--- config.mk ---
export PLATFORM = sky130hd
export DESIGN_NAME = switch_top
export DESIGN_NICKNAME = d
export VERILOG_FILES = /design/src/verilog/cam_pkg.sv /design/src/verilog/switch_pkg.sv /design/src/verilog/cam_if.sv /design/src/verilog/switch_top.sv /design/src/verilog/core_data_orchestrator.sv /design/src/verilog/mac_cam_table.sv /design/src/verilog/port_receive_fifo.sv
export SDC_FILE = /design/constraint.sdc
export NUM_CORES = 2
export LEC_CHECK = 0
export BUFFER_PORTS_ARGS = -buffer_cell sky130_fd_sc_hd__buf_4
export CELL_PAD_IN_SITES_DETAIL_PLACEMENT = 1
export CELL_PAD_IN_SITES_GLOBAL_PLACEMENT = 1
export CORE_UTILIZATION = 50
export DETAILED_ROUTE_END_ITERATION = 7
export HOLD_SLACK_MARGIN = 0.12
export PLACE_DENSITY_LB_ADDON = 0.3
export SYNTH_ARGS = -nofsm -noshare
export SYNTH_HDL_FRONTEND = slang
export SYNTH_HIERARCHICAL = 1
export SYNTH_SLANG_ARGS = --single-unit
--- constraint.sdc ---
create_clock -name clock -period 7.93 [get_ports clock]
set_input_delay 0.793 -clock clock [delete_from_list [all_inputs] [get_ports clock]]
set_output_delay 0.793 -clock clock [all_outputs]
set_load 0.01 [all_outputs]
--- src/verilog/cam_pkg.sv ---
package cam_pkg;

    // Table key is a full MAC address
    localparam int KEY_WIDTH     = 48;

    // Stored port index, room for up to 16 ports
    localparam int MAX_PORT_BITS = 4;

endpackage

--- src/verilog/switch_pkg.sv ---
package switch_pkg;

    // One receive/transmit symbol: start flag above one data byte
    localparam int SYMBOL_WIDTH = 9;
    localparam int START_BIT    = 8;

    // Ethernet address layout
    localparam int MAC_BYTES    = 6;
    localparam int MAC_WIDTH    = 48;

endpackage
--- src/verilog/cam_if.sv ---
`timescale 1ns/1ns

interface cam_if #(
    parameter int NUMBER_OF_PORTS = 4
);

    localparam int PORT_BITS = $clog2(NUMBER_OF_PORTS);

    // Requests from the orchestrator
    logic                               match_valid;
    logic   [cam_pkg::KEY_WIDTH-1:0]    key;
    logic                               write_valid;
    logic   [PORT_BITS-1:0]             index;
    logic                               delete_key;

    // Lookup answer
    logic                               match_enable;
    logic                               no_match;
    logic   [PORT_BITS-1:0]             match_index;

    modport orchestrator (
        output match_valid, key, write_valid, index, delete_key,
        input  match_enable, no_match, match_index
    );

    modport cam_table (
        input  match_valid, key, write_valid, index, delete_key,
        output match_enable, no_match, match_index
    );

endinterface

--- src/verilog/switch_top.sv ---
`timescale 1ns/1ns

module switch_top #(
    parameter int           NUMBER_OF_PORTS = 4,
    parameter logic [15:0]  TIMEOUT_LIMIT   = 16'd15,
    parameter int           TABLE_DEPTH     = 8,
    parameter int           FIFO_DEPTH      = 16
)(
    input   wire                                                    clock,
    input   wire                                                    reset_n,
    input   wire    [NUMBER_OF_PORTS-1:0]                           receive_valid,
    input   wire    [NUMBER_OF_PORTS-1:0][switch_pkg::SYMBOL_WIDTH-1:0] receive_symbol,
    output  logic   [NUMBER_OF_PORTS-1:0]                           receive_full,
    output  logic   [switch_pkg::SYMBOL_WIDTH-1:0]                  transmit_symbol,
    output  logic   [NUMBER_OF_PORTS-1:0]                           transmit_valid
);

logic   [NUMBER_OF_PORTS-1:0]                           receive_data_enable;
logic   [NUMBER_OF_PORTS-1:0][switch_pkg::SYMBOL_WIDTH-1:0] receive_data;
logic   [NUMBER_OF_PORTS-1:0]                           receive_data_ready;

cam_if #(.NUMBER_OF_PORTS(NUMBER_OF_PORTS)) cam0 ();

// One receive buffer per port
for (genvar p = 0; p < NUMBER_OF_PORTS; p++) begin : g_port
    port_receive_fifo #(.FIFO_DEPTH(FIFO_DEPTH)) receive_fifo (
        .clock          (clock),
        .reset_n        (reset_n),
        .push           (receive_valid[p]),
        .push_symbol    (receive_symbol[p]),
        .pop            (receive_data_ready[p]),
        .full           (receive_full[p]),
        .not_empty      (receive_data_enable[p]),
        .head_symbol    (receive_data[p])
    );
end

core_data_orchestrator #(
    .NUMBER_OF_PORTS    (NUMBER_OF_PORTS),
    .TIMEOUT_LIMIT      (TIMEOUT_LIMIT)
) orchestrator0 (
    .clock                      (clock),
    .reset_n                    (reset_n),
    .port_receive_data_enable   (receive_data_enable),
    .port_receive_data          (receive_data),
    .port_receive_data_ready    (receive_data_ready),
    .cam                        (cam0.orchestrator),
    .port_transmit_data         (transmit_symbol),
    .port_transmit_data_valid   (transmit_valid)
);

mac_cam_table #(
    .NUMBER_OF_PORTS    (NUMBER_OF_PORTS),
    .TABLE_DEPTH        (TABLE_DEPTH)
) cam_table0 (
    .clock      (clock),
    .reset_n    (reset_n),
    .cam        (cam0.cam_table)
);

endmodule

--- src/verilog/core_data_orchestrator.sv ---
`timescale 1ns/1ns

module core_data_orchestrator #(
    parameter int           NUMBER_OF_PORTS = 4,
    parameter logic [15:0]  TIMEOUT_LIMIT   = 16'd15
)(
    input   wire                                                    clock,
    input   wire                                                    reset_n,
    input   wire    [NUMBER_OF_PORTS-1:0]                           port_receive_data_enable,
    input   wire    [NUMBER_OF_PORTS-1:0][switch_pkg::SYMBOL_WIDTH-1:0] port_receive_data,
    output  logic   [NUMBER_OF_PORTS-1:0]                           port_receive_data_ready,
    cam_if.orchestrator                                             cam,
    output  logic   [switch_pkg::SYMBOL_WIDTH-1:0]                  port_transmit_data,
    output  logic   [NUMBER_OF_PORTS-1:0]                           port_transmit_data_valid
);

localparam int PORT_BITS    = $clog2(NUMBER_OF_PORTS);
localparam int BYTE_TOP     = switch_pkg::START_BIT - 1;
localparam int MAC_TOP      = switch_pkg::MAC_WIDTH - 1;

localparam logic [3:0] S_FIND_START_BIT             = 4'd0;
localparam logic [3:0] S_GET_MAC_DESTINATION        = 4'd1;
localparam logic [3:0] S_GET_MAC_SOURCE             = 4'd2;
localparam logic [3:0] S_LOOKUP_SOURCE_PORT         = 4'd3;
localparam logic [3:0] S_DELETE_OLD_TABLE_ENTRY     = 4'd4;
localparam logic [3:0] S_UPDATE_TABLE               = 4'd5;
localparam logic [3:0] S_LOOKUP_DESTINATION_PORT    = 4'd6;
localparam logic [3:0] S_TRANSMIT_MAC_DESTINATION   = 4'd7;
localparam logic [3:0] S_TRANSMIT_MAC_SOURCE        = 4'd8;
localparam logic [3:0] S_TRANSMIT_DATA              = 4'd9;

logic   [3:0]                           state, _state;
logic   [PORT_BITS-1:0]                 port_select, _port_select;
logic   [PORT_BITS-1:0]                 next_port;
logic   [2:0]                           process_counter, _process_counter;
logic   [15:0]                          timeout_count, _timeout_count;
logic   [MAC_TOP:0]                     mac_destination, _mac_destination;
logic   [MAC_TOP:0]                     mac_source, _mac_source;
logic   [NUMBER_OF_PORTS-1:0]           target_transmit_port, _target_transmit_port;
logic   [switch_pkg::SYMBOL_WIDTH-1:0]  _port_transmit_data;
logic   [NUMBER_OF_PORTS-1:0]           _port_transmit_data_valid;
logic   [switch_pkg::SYMBOL_WIDTH-1:0]  head;
logic                                   head_valid;

assign head         = port_receive_data[port_select];
assign head_valid   = port_receive_data_enable[port_select];
assign next_port    = (port_select == PORT_BITS'(NUMBER_OF_PORTS-1)) ? '0 : port_select + 1'b1;

always_comb begin
    _state                      = state;
    _port_select                = port_select;
    _process_counter            = process_counter;
    _timeout_count              = timeout_count;
    _mac_destination            = mac_destination;
    _mac_source                 = mac_source;
    _target_transmit_port       = target_transmit_port;
    _port_transmit_data         = port_transmit_data;
    _port_transmit_data_valid   = '0;
    port_receive_data_ready     = '0;
    cam.match_valid             = 1'b0;
    cam.write_valid             = 1'b0;
    cam.delete_key              = 1'b0;
    cam.key                     = mac_source;
    cam.index                   = port_select;

    case (state)
        ////////////////////////////////////////////////////////////////////
        // Header collection
        S_FIND_START_BIT: begin
            if (head_valid) begin
                // Stray symbols are popped and thrown away
                port_receive_data_ready[port_select] = 1'b1;
                if (head[switch_pkg::START_BIT]) begin
                    _mac_destination    = {mac_destination[MAC_TOP-8:0], head[BYTE_TOP:0]};
                    _process_counter    = 3'(switch_pkg::MAC_BYTES - 2);
                    _state              = S_GET_MAC_DESTINATION;
                end
            end
            else begin
                _port_select = next_port;
            end
        end
        S_GET_MAC_DESTINATION: begin
            if (head_valid) begin
                port_receive_data_ready[port_select] = 1'b1;
                _mac_destination    = {mac_destination[MAC_TOP-8:0], head[BYTE_TOP:0]};
                _process_counter    = process_counter - 1'b1;
                if (process_counter == '0) begin
                    _process_counter    = 3'(switch_pkg::MAC_BYTES - 1);
                    _state              = S_GET_MAC_SOURCE;
                end
            end
        end
        S_GET_MAC_SOURCE: begin
            if (head_valid) begin
                port_receive_data_ready[port_select] = 1'b1;
                _mac_source         = {mac_source[MAC_TOP-8:0], head[BYTE_TOP:0]};
                _process_counter    = process_counter - 1'b1;
                if (process_counter == '0) begin
                    _process_counter    = '0;
                    _state              = S_LOOKUP_SOURCE_PORT;
                end
            end
        end
        ////////////////////////////////////////////////////////////////////
        // Learning
        S_LOOKUP_SOURCE_PORT: begin
            if (process_counter == '0) begin
                cam.match_valid     = 1'b1;
                _process_counter    = 3'd1;
            end
            else if (cam.no_match) begin
                _process_counter    = '0;
                _state              = S_UPDATE_TABLE;
            end
            else if (cam.match_enable) begin
                _process_counter    = '0;
                // Station moved: drop the stale entry first
                _state = (cam.match_index == port_select) ? S_LOOKUP_DESTINATION_PORT
                                                          : S_DELETE_OLD_TABLE_ENTRY;
            end
        end
        S_DELETE_OLD_TABLE_ENTRY: begin
            cam.delete_key  = 1'b1;
            _state          = S_UPDATE_TABLE;
        end
        S_UPDATE_TABLE: begin
            cam.write_valid = 1'b1;
            _state          = S_LOOKUP_DESTINATION_PORT;
        end
        S_LOOKUP_DESTINATION_PORT: begin
            cam.key = mac_destination;
            if (process_counter == '0) begin
                cam.match_valid     = 1'b1;
                _process_counter    = 3'd1;
            end
            else if (cam.no_match || cam.match_enable) begin
                if (cam.match_enable) begin
                    _target_transmit_port                   = '0;
                    _target_transmit_port[cam.match_index]  = 1'b1;
                end
                else begin
                    // Flood, but never back to the sender
                    _target_transmit_port                   = '1;
                    _target_transmit_port[port_select]      = 1'b0;
                end
                _port_transmit_data         = {1'b1, mac_destination[MAC_TOP -: 8]};
                _port_transmit_data_valid   = _target_transmit_port;
                _mac_destination            = {mac_destination[MAC_TOP-8:0], 8'h00};
                _process_counter            = 3'(switch_pkg::MAC_BYTES - 2);
                _state                      = S_TRANSMIT_MAC_DESTINATION;
            end
        end
        ////////////////////////////////////////////////////////////////////
        // Forwarding
        S_TRANSMIT_MAC_DESTINATION: begin
            _port_transmit_data         = {1'b0, mac_destination[MAC_TOP -: 8]};
            _port_transmit_data_valid   = target_transmit_port;
            _mac_destination            = {mac_destination[MAC_TOP-8:0], 8'h00};
            _process_counter            = process_counter - 1'b1;
            if (process_counter == '0) begin
                _process_counter    = 3'(switch_pkg::MAC_BYTES - 1);
                _state              = S_TRANSMIT_MAC_SOURCE;
            end
        end
        S_TRANSMIT_MAC_SOURCE: begin
            _port_transmit_data         = {1'b0, mac_source[MAC_TOP -: 8]};
            _port_transmit_data_valid   = target_transmit_port;
            _mac_source                 = {mac_source[MAC_TOP-8:0], 8'h00};
            _process_counter            = process_counter - 1'b1;
            if (process_counter == '0) begin
                _timeout_count  = TIMEOUT_LIMIT;
                _state          = S_TRANSMIT_DATA;
            end
        end
        S_TRANSMIT_DATA: begin
            if (head_valid && head[switch_pkg::START_BIT]) begin
                // Next frame stays queued for a later turn
                _port_select    = next_port;
                _state          = S_FIND_START_BIT;
            end
            else if (head_valid) begin
                port_receive_data_ready[port_select] = 1'b1;
                _port_transmit_data         = {1'b0, head[BYTE_TOP:0]};
                _port_transmit_data_valid   = target_transmit_port;
                _timeout_count              = TIMEOUT_LIMIT;
            end
            else if (timeout_count == '0) begin
                _port_select    = next_port;
                _state          = S_FIND_START_BIT;
            end
            else begin
                _timeout_count  = timeout_count - 1'b1;
            end
        end
        default: begin
            _state = S_FIND_START_BIT;
        end
    endcase
end

always_ff @(posedge clock or negedge reset_n) begin
    if (!reset_n) begin
        state                       <= S_FIND_START_BIT;
        port_select                 <= '0;
        process_counter             <= '0;
        timeout_count               <= '0;
        port_transmit_data_valid    <= '0;
    end
    else begin
        state                       <= _state;
        port_select                 <= _port_select;
        process_counter             <= _process_counter;
        timeout_count               <= _timeout_count;
        port_transmit_data_valid    <= _port_transmit_data_valid;
    end
end

always_ff @(posedge clock) begin
    mac_destination         <= _mac_destination;
    mac_source              <= _mac_source;
    target_transmit_port    <= _target_transmit_port;
    port_transmit_data      <= _port_transmit_data;
end

endmodule

--- src/verilog/mac_cam_table.sv ---
`timescale 1ns/1ns

module mac_cam_table #(
    parameter int NUMBER_OF_PORTS   = 4,
    parameter int TABLE_DEPTH       = 8
)(
    input   wire                clock,
    input   wire                reset_n,
    cam_if.cam_table            cam
);

localparam int PORT_BITS    = $clog2(NUMBER_OF_PORTS);
localparam int STORED_BITS  = cam_pkg::MAX_PORT_BITS;
localparam int ENTRY_BITS   = $clog2(TABLE_DEPTH);

logic   [TABLE_DEPTH-1:0]           entry_valid;
logic   [cam_pkg::KEY_WIDTH-1:0]    entry_key [TABLE_DEPTH];
logic   [STORED_BITS-1:0]           entry_port [TABLE_DEPTH];
logic   [TABLE_DEPTH-1:0]           key_equal;
logic                               hit;
logic   [STORED_BITS-1:0]           hit_port;
logic                               have_free;
logic   [ENTRY_BITS-1:0]            free_slot;
logic   [ENTRY_BITS-1:0]            victim;
logic   [ENTRY_BITS-1:0]            write_slot;

////////////////////////////////////////////////////////////////////////
// Parallel compare, lowest entry wins
always_comb begin
    hit         = 1'b0;
    hit_port    = '0;
    have_free   = 1'b0;
    free_slot   = '0;
    for (int i = TABLE_DEPTH-1; i >= 0; i--) begin
        key_equal[i] = entry_valid[i] && (entry_key[i] == cam.key);
        if (key_equal[i]) begin
            hit         = 1'b1;
            hit_port    = entry_port[i];
        end
        if (!entry_valid[i]) begin
            have_free   = 1'b1;
            free_slot   = ENTRY_BITS'(i);
        end
    end
    // Full table: overwrite in round-robin order
    write_slot = have_free ? free_slot : victim;
end

////////////////////////////////////////////////////////////////////////
always_ff @(posedge clock or negedge reset_n) begin
    if (!reset_n) begin
        entry_valid         <= '0;
        victim              <= '0;
        cam.match_enable    <= 1'b0;
        cam.no_match        <= 1'b0;
    end
    else begin
        cam.match_enable    <= cam.match_valid && hit;
        cam.no_match        <= cam.match_valid && !hit;
        if (cam.delete_key) begin
            entry_valid     <= entry_valid & ~key_equal;
        end
        if (cam.write_valid) begin
            entry_valid[write_slot] <= 1'b1;
            if (!have_free) begin
                victim <= (victim == ENTRY_BITS'(TABLE_DEPTH-1)) ? '0 : victim + 1'b1;
            end
        end
    end
end

always_ff @(posedge clock) begin
    cam.match_index <= PORT_BITS'(hit_port);
    if (cam.write_valid) begin
        entry_key[write_slot]   <= cam.key;
        entry_port[write_slot]  <= STORED_BITS'(cam.index);
    end
end

endmodule

--- src/verilog/port_receive_fifo.sv ---
`timescale 1ns/1ns

module port_receive_fifo #(
    parameter int FIFO_DEPTH = 16
)(
    input   wire                                    clock,
    input   wire                                    reset_n,
    input   wire                                    push,
    input   wire    [switch_pkg::SYMBOL_WIDTH-1:0]  push_symbol,
    input   wire                                    pop,
    output  logic                                   full,
    output  logic                                   not_empty,
    output  logic   [switch_pkg::SYMBOL_WIDTH-1:0]  head_symbol
);

localparam int POINTER_BITS = $clog2(FIFO_DEPTH);

logic   [switch_pkg::SYMBOL_WIDTH-1:0]  memory [FIFO_DEPTH];
logic   [POINTER_BITS-1:0]              read_pointer;
logic   [POINTER_BITS-1:0]              write_pointer;
logic   [POINTER_BITS:0]                count;
logic                                   do_push;
logic                                   do_pop;

assign full         = (count == (POINTER_BITS+1)'(FIFO_DEPTH));
assign not_empty    = (count != '0);
assign head_symbol  = memory[read_pointer];

// Pushes into a full buffer are lost
assign do_push      = push && !full;
assign do_pop       = pop && not_empty;

always_ff @(posedge clock or negedge reset_n) begin
    if (!reset_n) begin
        read_pointer    <= '0;
        write_pointer   <= '0;
        count           <= '0;
    end
    else begin
        if (do_push) begin
            write_pointer   <= write_pointer + 1'b1;
        end
        if (do_pop) begin
            read_pointer    <= read_pointer + 1'b1;
        end
        if (do_push && !do_pop) begin
            count           <= count + 1'b1;
        end
        else if (do_pop && !do_push) begin
            count           <= count - 1'b1;
        end
    end
end

always_ff @(posedge clock) begin
    if (do_push) begin
        memory[write_pointer]   <= push_symbol;
    end
end

endmodule

==> metrics.txt <==
number of synthesized flops with an enable pin=between 1000 and 1500; setup slack of the worst register-to-register path=approximately 2400 ps; Hold Crit Start=receive_symbol[8]; LEAKAGE=about 18 nW; post-route worst hold slack=between 300 and 400 ps; worst min-delay path class=primary input to flip-flop; critical path start-end classification=flip-flop to flip-flop; Skew-Pair Late Insertion Delay=approximately 760 ps; share of layout cells above drive strength 1=0.162; global-route wire length before repair=186000 um; post-synthesis instance area=approximately 50000 um2; Synth Register Bits=1181; Worst Skew=~72 ps; pin count of the biggest net entering global routing=68; nets=3159; post-route cell area=55000 um2; ratio of routed vias to standard cells=between 5 and 6; Clock H-tree levels=3; number of instances in the synthesized netlist=between 2000 and 3000; number of gates resized after CTS=0; Required @ worst endpoint=8580 ps; launch point of the worst path=g_port[3].receive_fifo/read_pointer[1]$_DFFE_PN0P_; worst-case setup slack after placement=between 2000 and 2500 ps; total of max-cap violations=0; critical path startpoint category=flip-flop; slew margin rel.=0.200; predominant post-synthesis flop cell=sky130_fd_sc_hd__edfxtp_1; sequential element share of the synthesized area=0.705; via count of the first global-routing pass=~29000; number of antenna violations at the first check in global routing=3; Num CTS Buffers=roughly 120; Final WS setup=2410 ps; clk sink count=about 1200; final total negative setup slack=0 ps; leading cell type in the layout, fill and taps excluded=sky130_fd_sc_hd__edfxtp_1; Cell Area, Placed=51200 um2; detailed-route DRC error count=0; Antenna Nets Post-Route=0; total power divided by cell area=around 380 nW/um2; iteration-0 DRC count of the detailed router=about 2400; IO Port Bufs=58; total of fill cells in the finished design=8865; IO Pins=59; maximum fanout along the worst path=22; proportion of register bits with asynchronous set or reset after synthesis=0.0796; overall die width=~320 um; post-route total power=20.8 mW; number of core rows=115; total iterations of the first detailed-routing run=6; Slew Viols, Final=0; Max VDD drop=233 uV; count of different cell masters after synthesis=a little over 80; core region area=approximately 98000 um2; final design utilization=0.560; hold violation total from the final report=0; clock-pin slew reported for the worst setup and hold paths after clock tree synthesis=approximately 60 ps; total number of yosys warnings=6; Placed Cells=between 4000 and 5000; cell type with the largest total area after synthesis=sky130_fd_sc_hd__edfxtp_1; area growth from synthesis to final layout=11.0%; worst reg2reg path endpoint=g_port[1].receive_fifo/count[4]$_DFFE_PN0P_; fmax=approximately 180 MHz; unrepaired setup endpoints after global routing=no; per-cell routed wire length=around 28 um; final instance count without filler cells=~4500; global placement routability congestion=~0.84; CP Capture Point=g_port[1].receive_fifo/count[4]$_DFFE_PN0P_; Final setup violation count=0; number of nets produced by synthesis=~3100; fraction of post-synthesis cell area in the top cell type by area=0.657; number of buffers inserted by post-CTS setup repair=0; via total after detailed routing=between 20000 and 30000; worst-case reg-to-reg path depth=17; source of the worst register-to-register timing path=g_port[3].receive_fifo/read_pointer[1]$_DFFE_PN0P_; Arr. time, crit path=6170 ps; grt ovf=0; Root Driver=sky130_fd_sc_hd__clkbuf_16; synthesized area per cell=16.6 um2; final WL=about 120000 um; starting density of the core=0.505; cell types occupying the most area after synthesis=sky130_fd_sc_hd__edfxtp_1 66%, sky130_fd_sc_hd__dfrtp_1 4.7%, sky130_fd_sc_hd__xor2_1 4.5%; type of element capturing the critical path=flip-flop; Slew @ Worst Pin=approximately 1200 ps; Die Ht=317 um; status=complete, no violations; placed wire-length estimate=79300 um; time the worst path needs with I/O delays and setup=approximately 5500 ps; clock tree from TritonCTS=yes; leading cell types in the layout, fill and taps excluded=1085 x sky130_fd_sc_hd__edfxtp_1, 255 x sky130_fd_sc_hd__xor2_1, 173 x sky130_fd_sc_hd__xnor2_1, 127 x sky130_fd_sc_hd__nand2_1, 123 x sky130_fd_sc_hd__mux2i_1; Longest Clk Path Bufs=3; global-route usage over all layers=0.251; floorplan die area=100000 um2; share of the clock period used by the worst path after layout=0.696
-- synthesized netlist by cell type, types with 5 or more instances --
library cell,instances
sky130_fd_sc_hd__a21o_1,13
sky130_fd_sc_hd__a21oi_1,50
sky130_fd_sc_hd__a221oi_1,9
sky130_fd_sc_hd__a221oi_2,36
sky130_fd_sc_hd__a222oi_1,8
sky130_fd_sc_hd__a22o_1,10
sky130_fd_sc_hd__a22oi_1,37
sky130_fd_sc_hd__a31oi_1,6
sky130_fd_sc_hd__and2_1,28
sky130_fd_sc_hd__buf_1,18
sky130_fd_sc_hd__buf_2,60
sky130_fd_sc_hd__buf_4,13
sky130_fd_sc_hd__buf_6,24
sky130_fd_sc_hd__clkbuf_1,23
sky130_fd_sc_hd__dfrtp_1,94
sky130_fd_sc_hd__edfxtp_1,1085
sky130_fd_sc_hd__ha_1,45
sky130_fd_sc_hd__inv_1,50
sky130_fd_sc_hd__mux2_2,79
sky130_fd_sc_hd__mux2i_1,123
sky130_fd_sc_hd__mux4_1,5
sky130_fd_sc_hd__mux4_2,77
sky130_fd_sc_hd__nand2_1,127
sky130_fd_sc_hd__nand2b_1,24
sky130_fd_sc_hd__nand3_1,20
sky130_fd_sc_hd__nand4_1,63
sky130_fd_sc_hd__nor2_1,98
sky130_fd_sc_hd__nor2b_1,18
sky130_fd_sc_hd__nor3_1,38
sky130_fd_sc_hd__nor4_1,77
sky130_fd_sc_hd__o21ai_0,102
sky130_fd_sc_hd__o21ai_1,9
sky130_fd_sc_hd__xnor2_1,173
sky130_fd_sc_hd__xor2_1,255
-- logic make-up (layout without fill, tap and decap cells) --
| logic type | Yosys count | after routing | share of synthesized area |
|---|---|---|---|
| AO/OA/AOI/OAI | 312 | 312 | 0.0464 |
| XOR/XNOR | 432 | 432 | 0.0769 |
| adder cells (fa/ha/maj) | 49 | 49 | 0.0130 |
| buffers and inverters | 195 | 383 | 0.0219 |
| flip-flops | 1181 | 1181 | 0.705 |
| multiplexers | 285 | 285 | 0.0806 |
| other | 0 | 2 | 0 |
| AND/OR/NAND/NOR | 528 | 528 | 0.0560 |
-- cell type report --
class / count / area [um2] / area share
clock buffer: 163 / 3210 / 0.0584
inverter: 51 / 191 / 0.00348
timing repair buffer: 110 / 828 / 0.0151
sequential: 1181 / 35000 / 0.636
tap: 1287 / 1610 / 0.0293
clock inverter: 59 / 588 / 0.0107
multi-input combinational: 1606 / 13600 / 0.247
antenna: 2 / 5.00 / 0.0000910
-- layer usage --
layer / vias up / wire, um / global-route usage
li1: 11600 / - / -
met1: 14000 / 51800 / 0.335
met2: 764 / 61900 / 0.423
met3: 185 / 6550 / 0.0351
met4: 0 / 3670 / 0.0852
met5: - / 0 / 0
-- worst max-delay path, stage by stage, from the launching register on --
cell	delay [ps]
sky130_fd_sc_hd__dfrtp_1	960
sky130_fd_sc_hd__and2_1	860
sky130_fd_sc_hd__a221oi_1	230
sky130_fd_sc_hd__o21ai_0	230
sky130_fd_sc_hd__nand2_1	110
sky130_fd_sc_hd__mux4_2	540
sky130_fd_sc_hd__o21ai_0	160
sky130_fd_sc_hd__and4_1	320
sky130_fd_sc_hd__and2_1	220
sky130_fd_sc_hd__and2_1	220
sky130_fd_sc_hd__inv_1	130
sky130_fd_sc_hd__ha_1	260
sky130_fd_sc_hd__inv_1	140
sky130_fd_sc_hd__ha_1	280
sky130_fd_sc_hd__a21o_1	200
sky130_fd_sc_hd__a21oi_1	190
sky130_fd_sc_hd__mux2i_1	240
sky130_fd_sc_hd__xnor2_1	140
-- worst min path at each step --
stage / to / slack, ps / cells after the start
2_1_floorplan: orchestrator0/mac_destination[10]$_DFFE_PP_ / 420 / 0
5_1_grt: g_port[3].receive_fifo/memory[11][8]$_DFFE_PP_ / 380 / 1
6_report: g_port[0].receive_fifo/memory[11][8]$_DFFE_PP_ / 400 / 1
3_5_place_dp: orchestrator0/mac_destination[43]$_DFFE_PP_ / 430 / 0
4_1_cts: g_port[3].receive_fifo/memory[3][8]$_DFFE_PP_ / 350 / 1
3_3_place_gp: orchestrator0/mac_destination[33]$_DFFE_PP_ / 420 / 0
-- power by group --
| group | internal, mW | switching [mW] |
|---|---|---|
| Combinational | 2.28 | 4.14 |
| Clock | 3.04 | 2.41 |
| Sequential | 8.20 | 0.737 |
-- state kept, by name (all words and copies together), names as in the netlist, 2 cells and up --
register and flops:
cam_table0/entry_valid 8, orchestrator0/timeout_count 16, cam_table0/victim 3, orchestrator0/port_transmit_data_valid 4, g_port.receive_fifo/write_pointer 16, cam_table0/entry_port 16
orchestrator0/mac_destination 48, cam_table0/cam.match_index 2, orchestrator0/mac_source 48, g_port.receive_fifo/memory 576, orchestrator0/target_transmit_port 4, orchestrator0/process_counter 3
cam_table0/entry_key 384, orchestrator0/port_transmit_data 9, orchestrator0/state 4, g_port.receive_fifo/read_pointer 16, g_port.receive_fifo/count 20, orchestrator0/cam.index 2
-- repair_timing --
| item | in CTS | in global routing |
|---|---|---|
| hold buffers | 1 | 0 |
| setup endpoints to repair | 0 | 0 |
| endpoints found under the hold margin | 27 | 0 |
(Power assumes the default switching activity.)
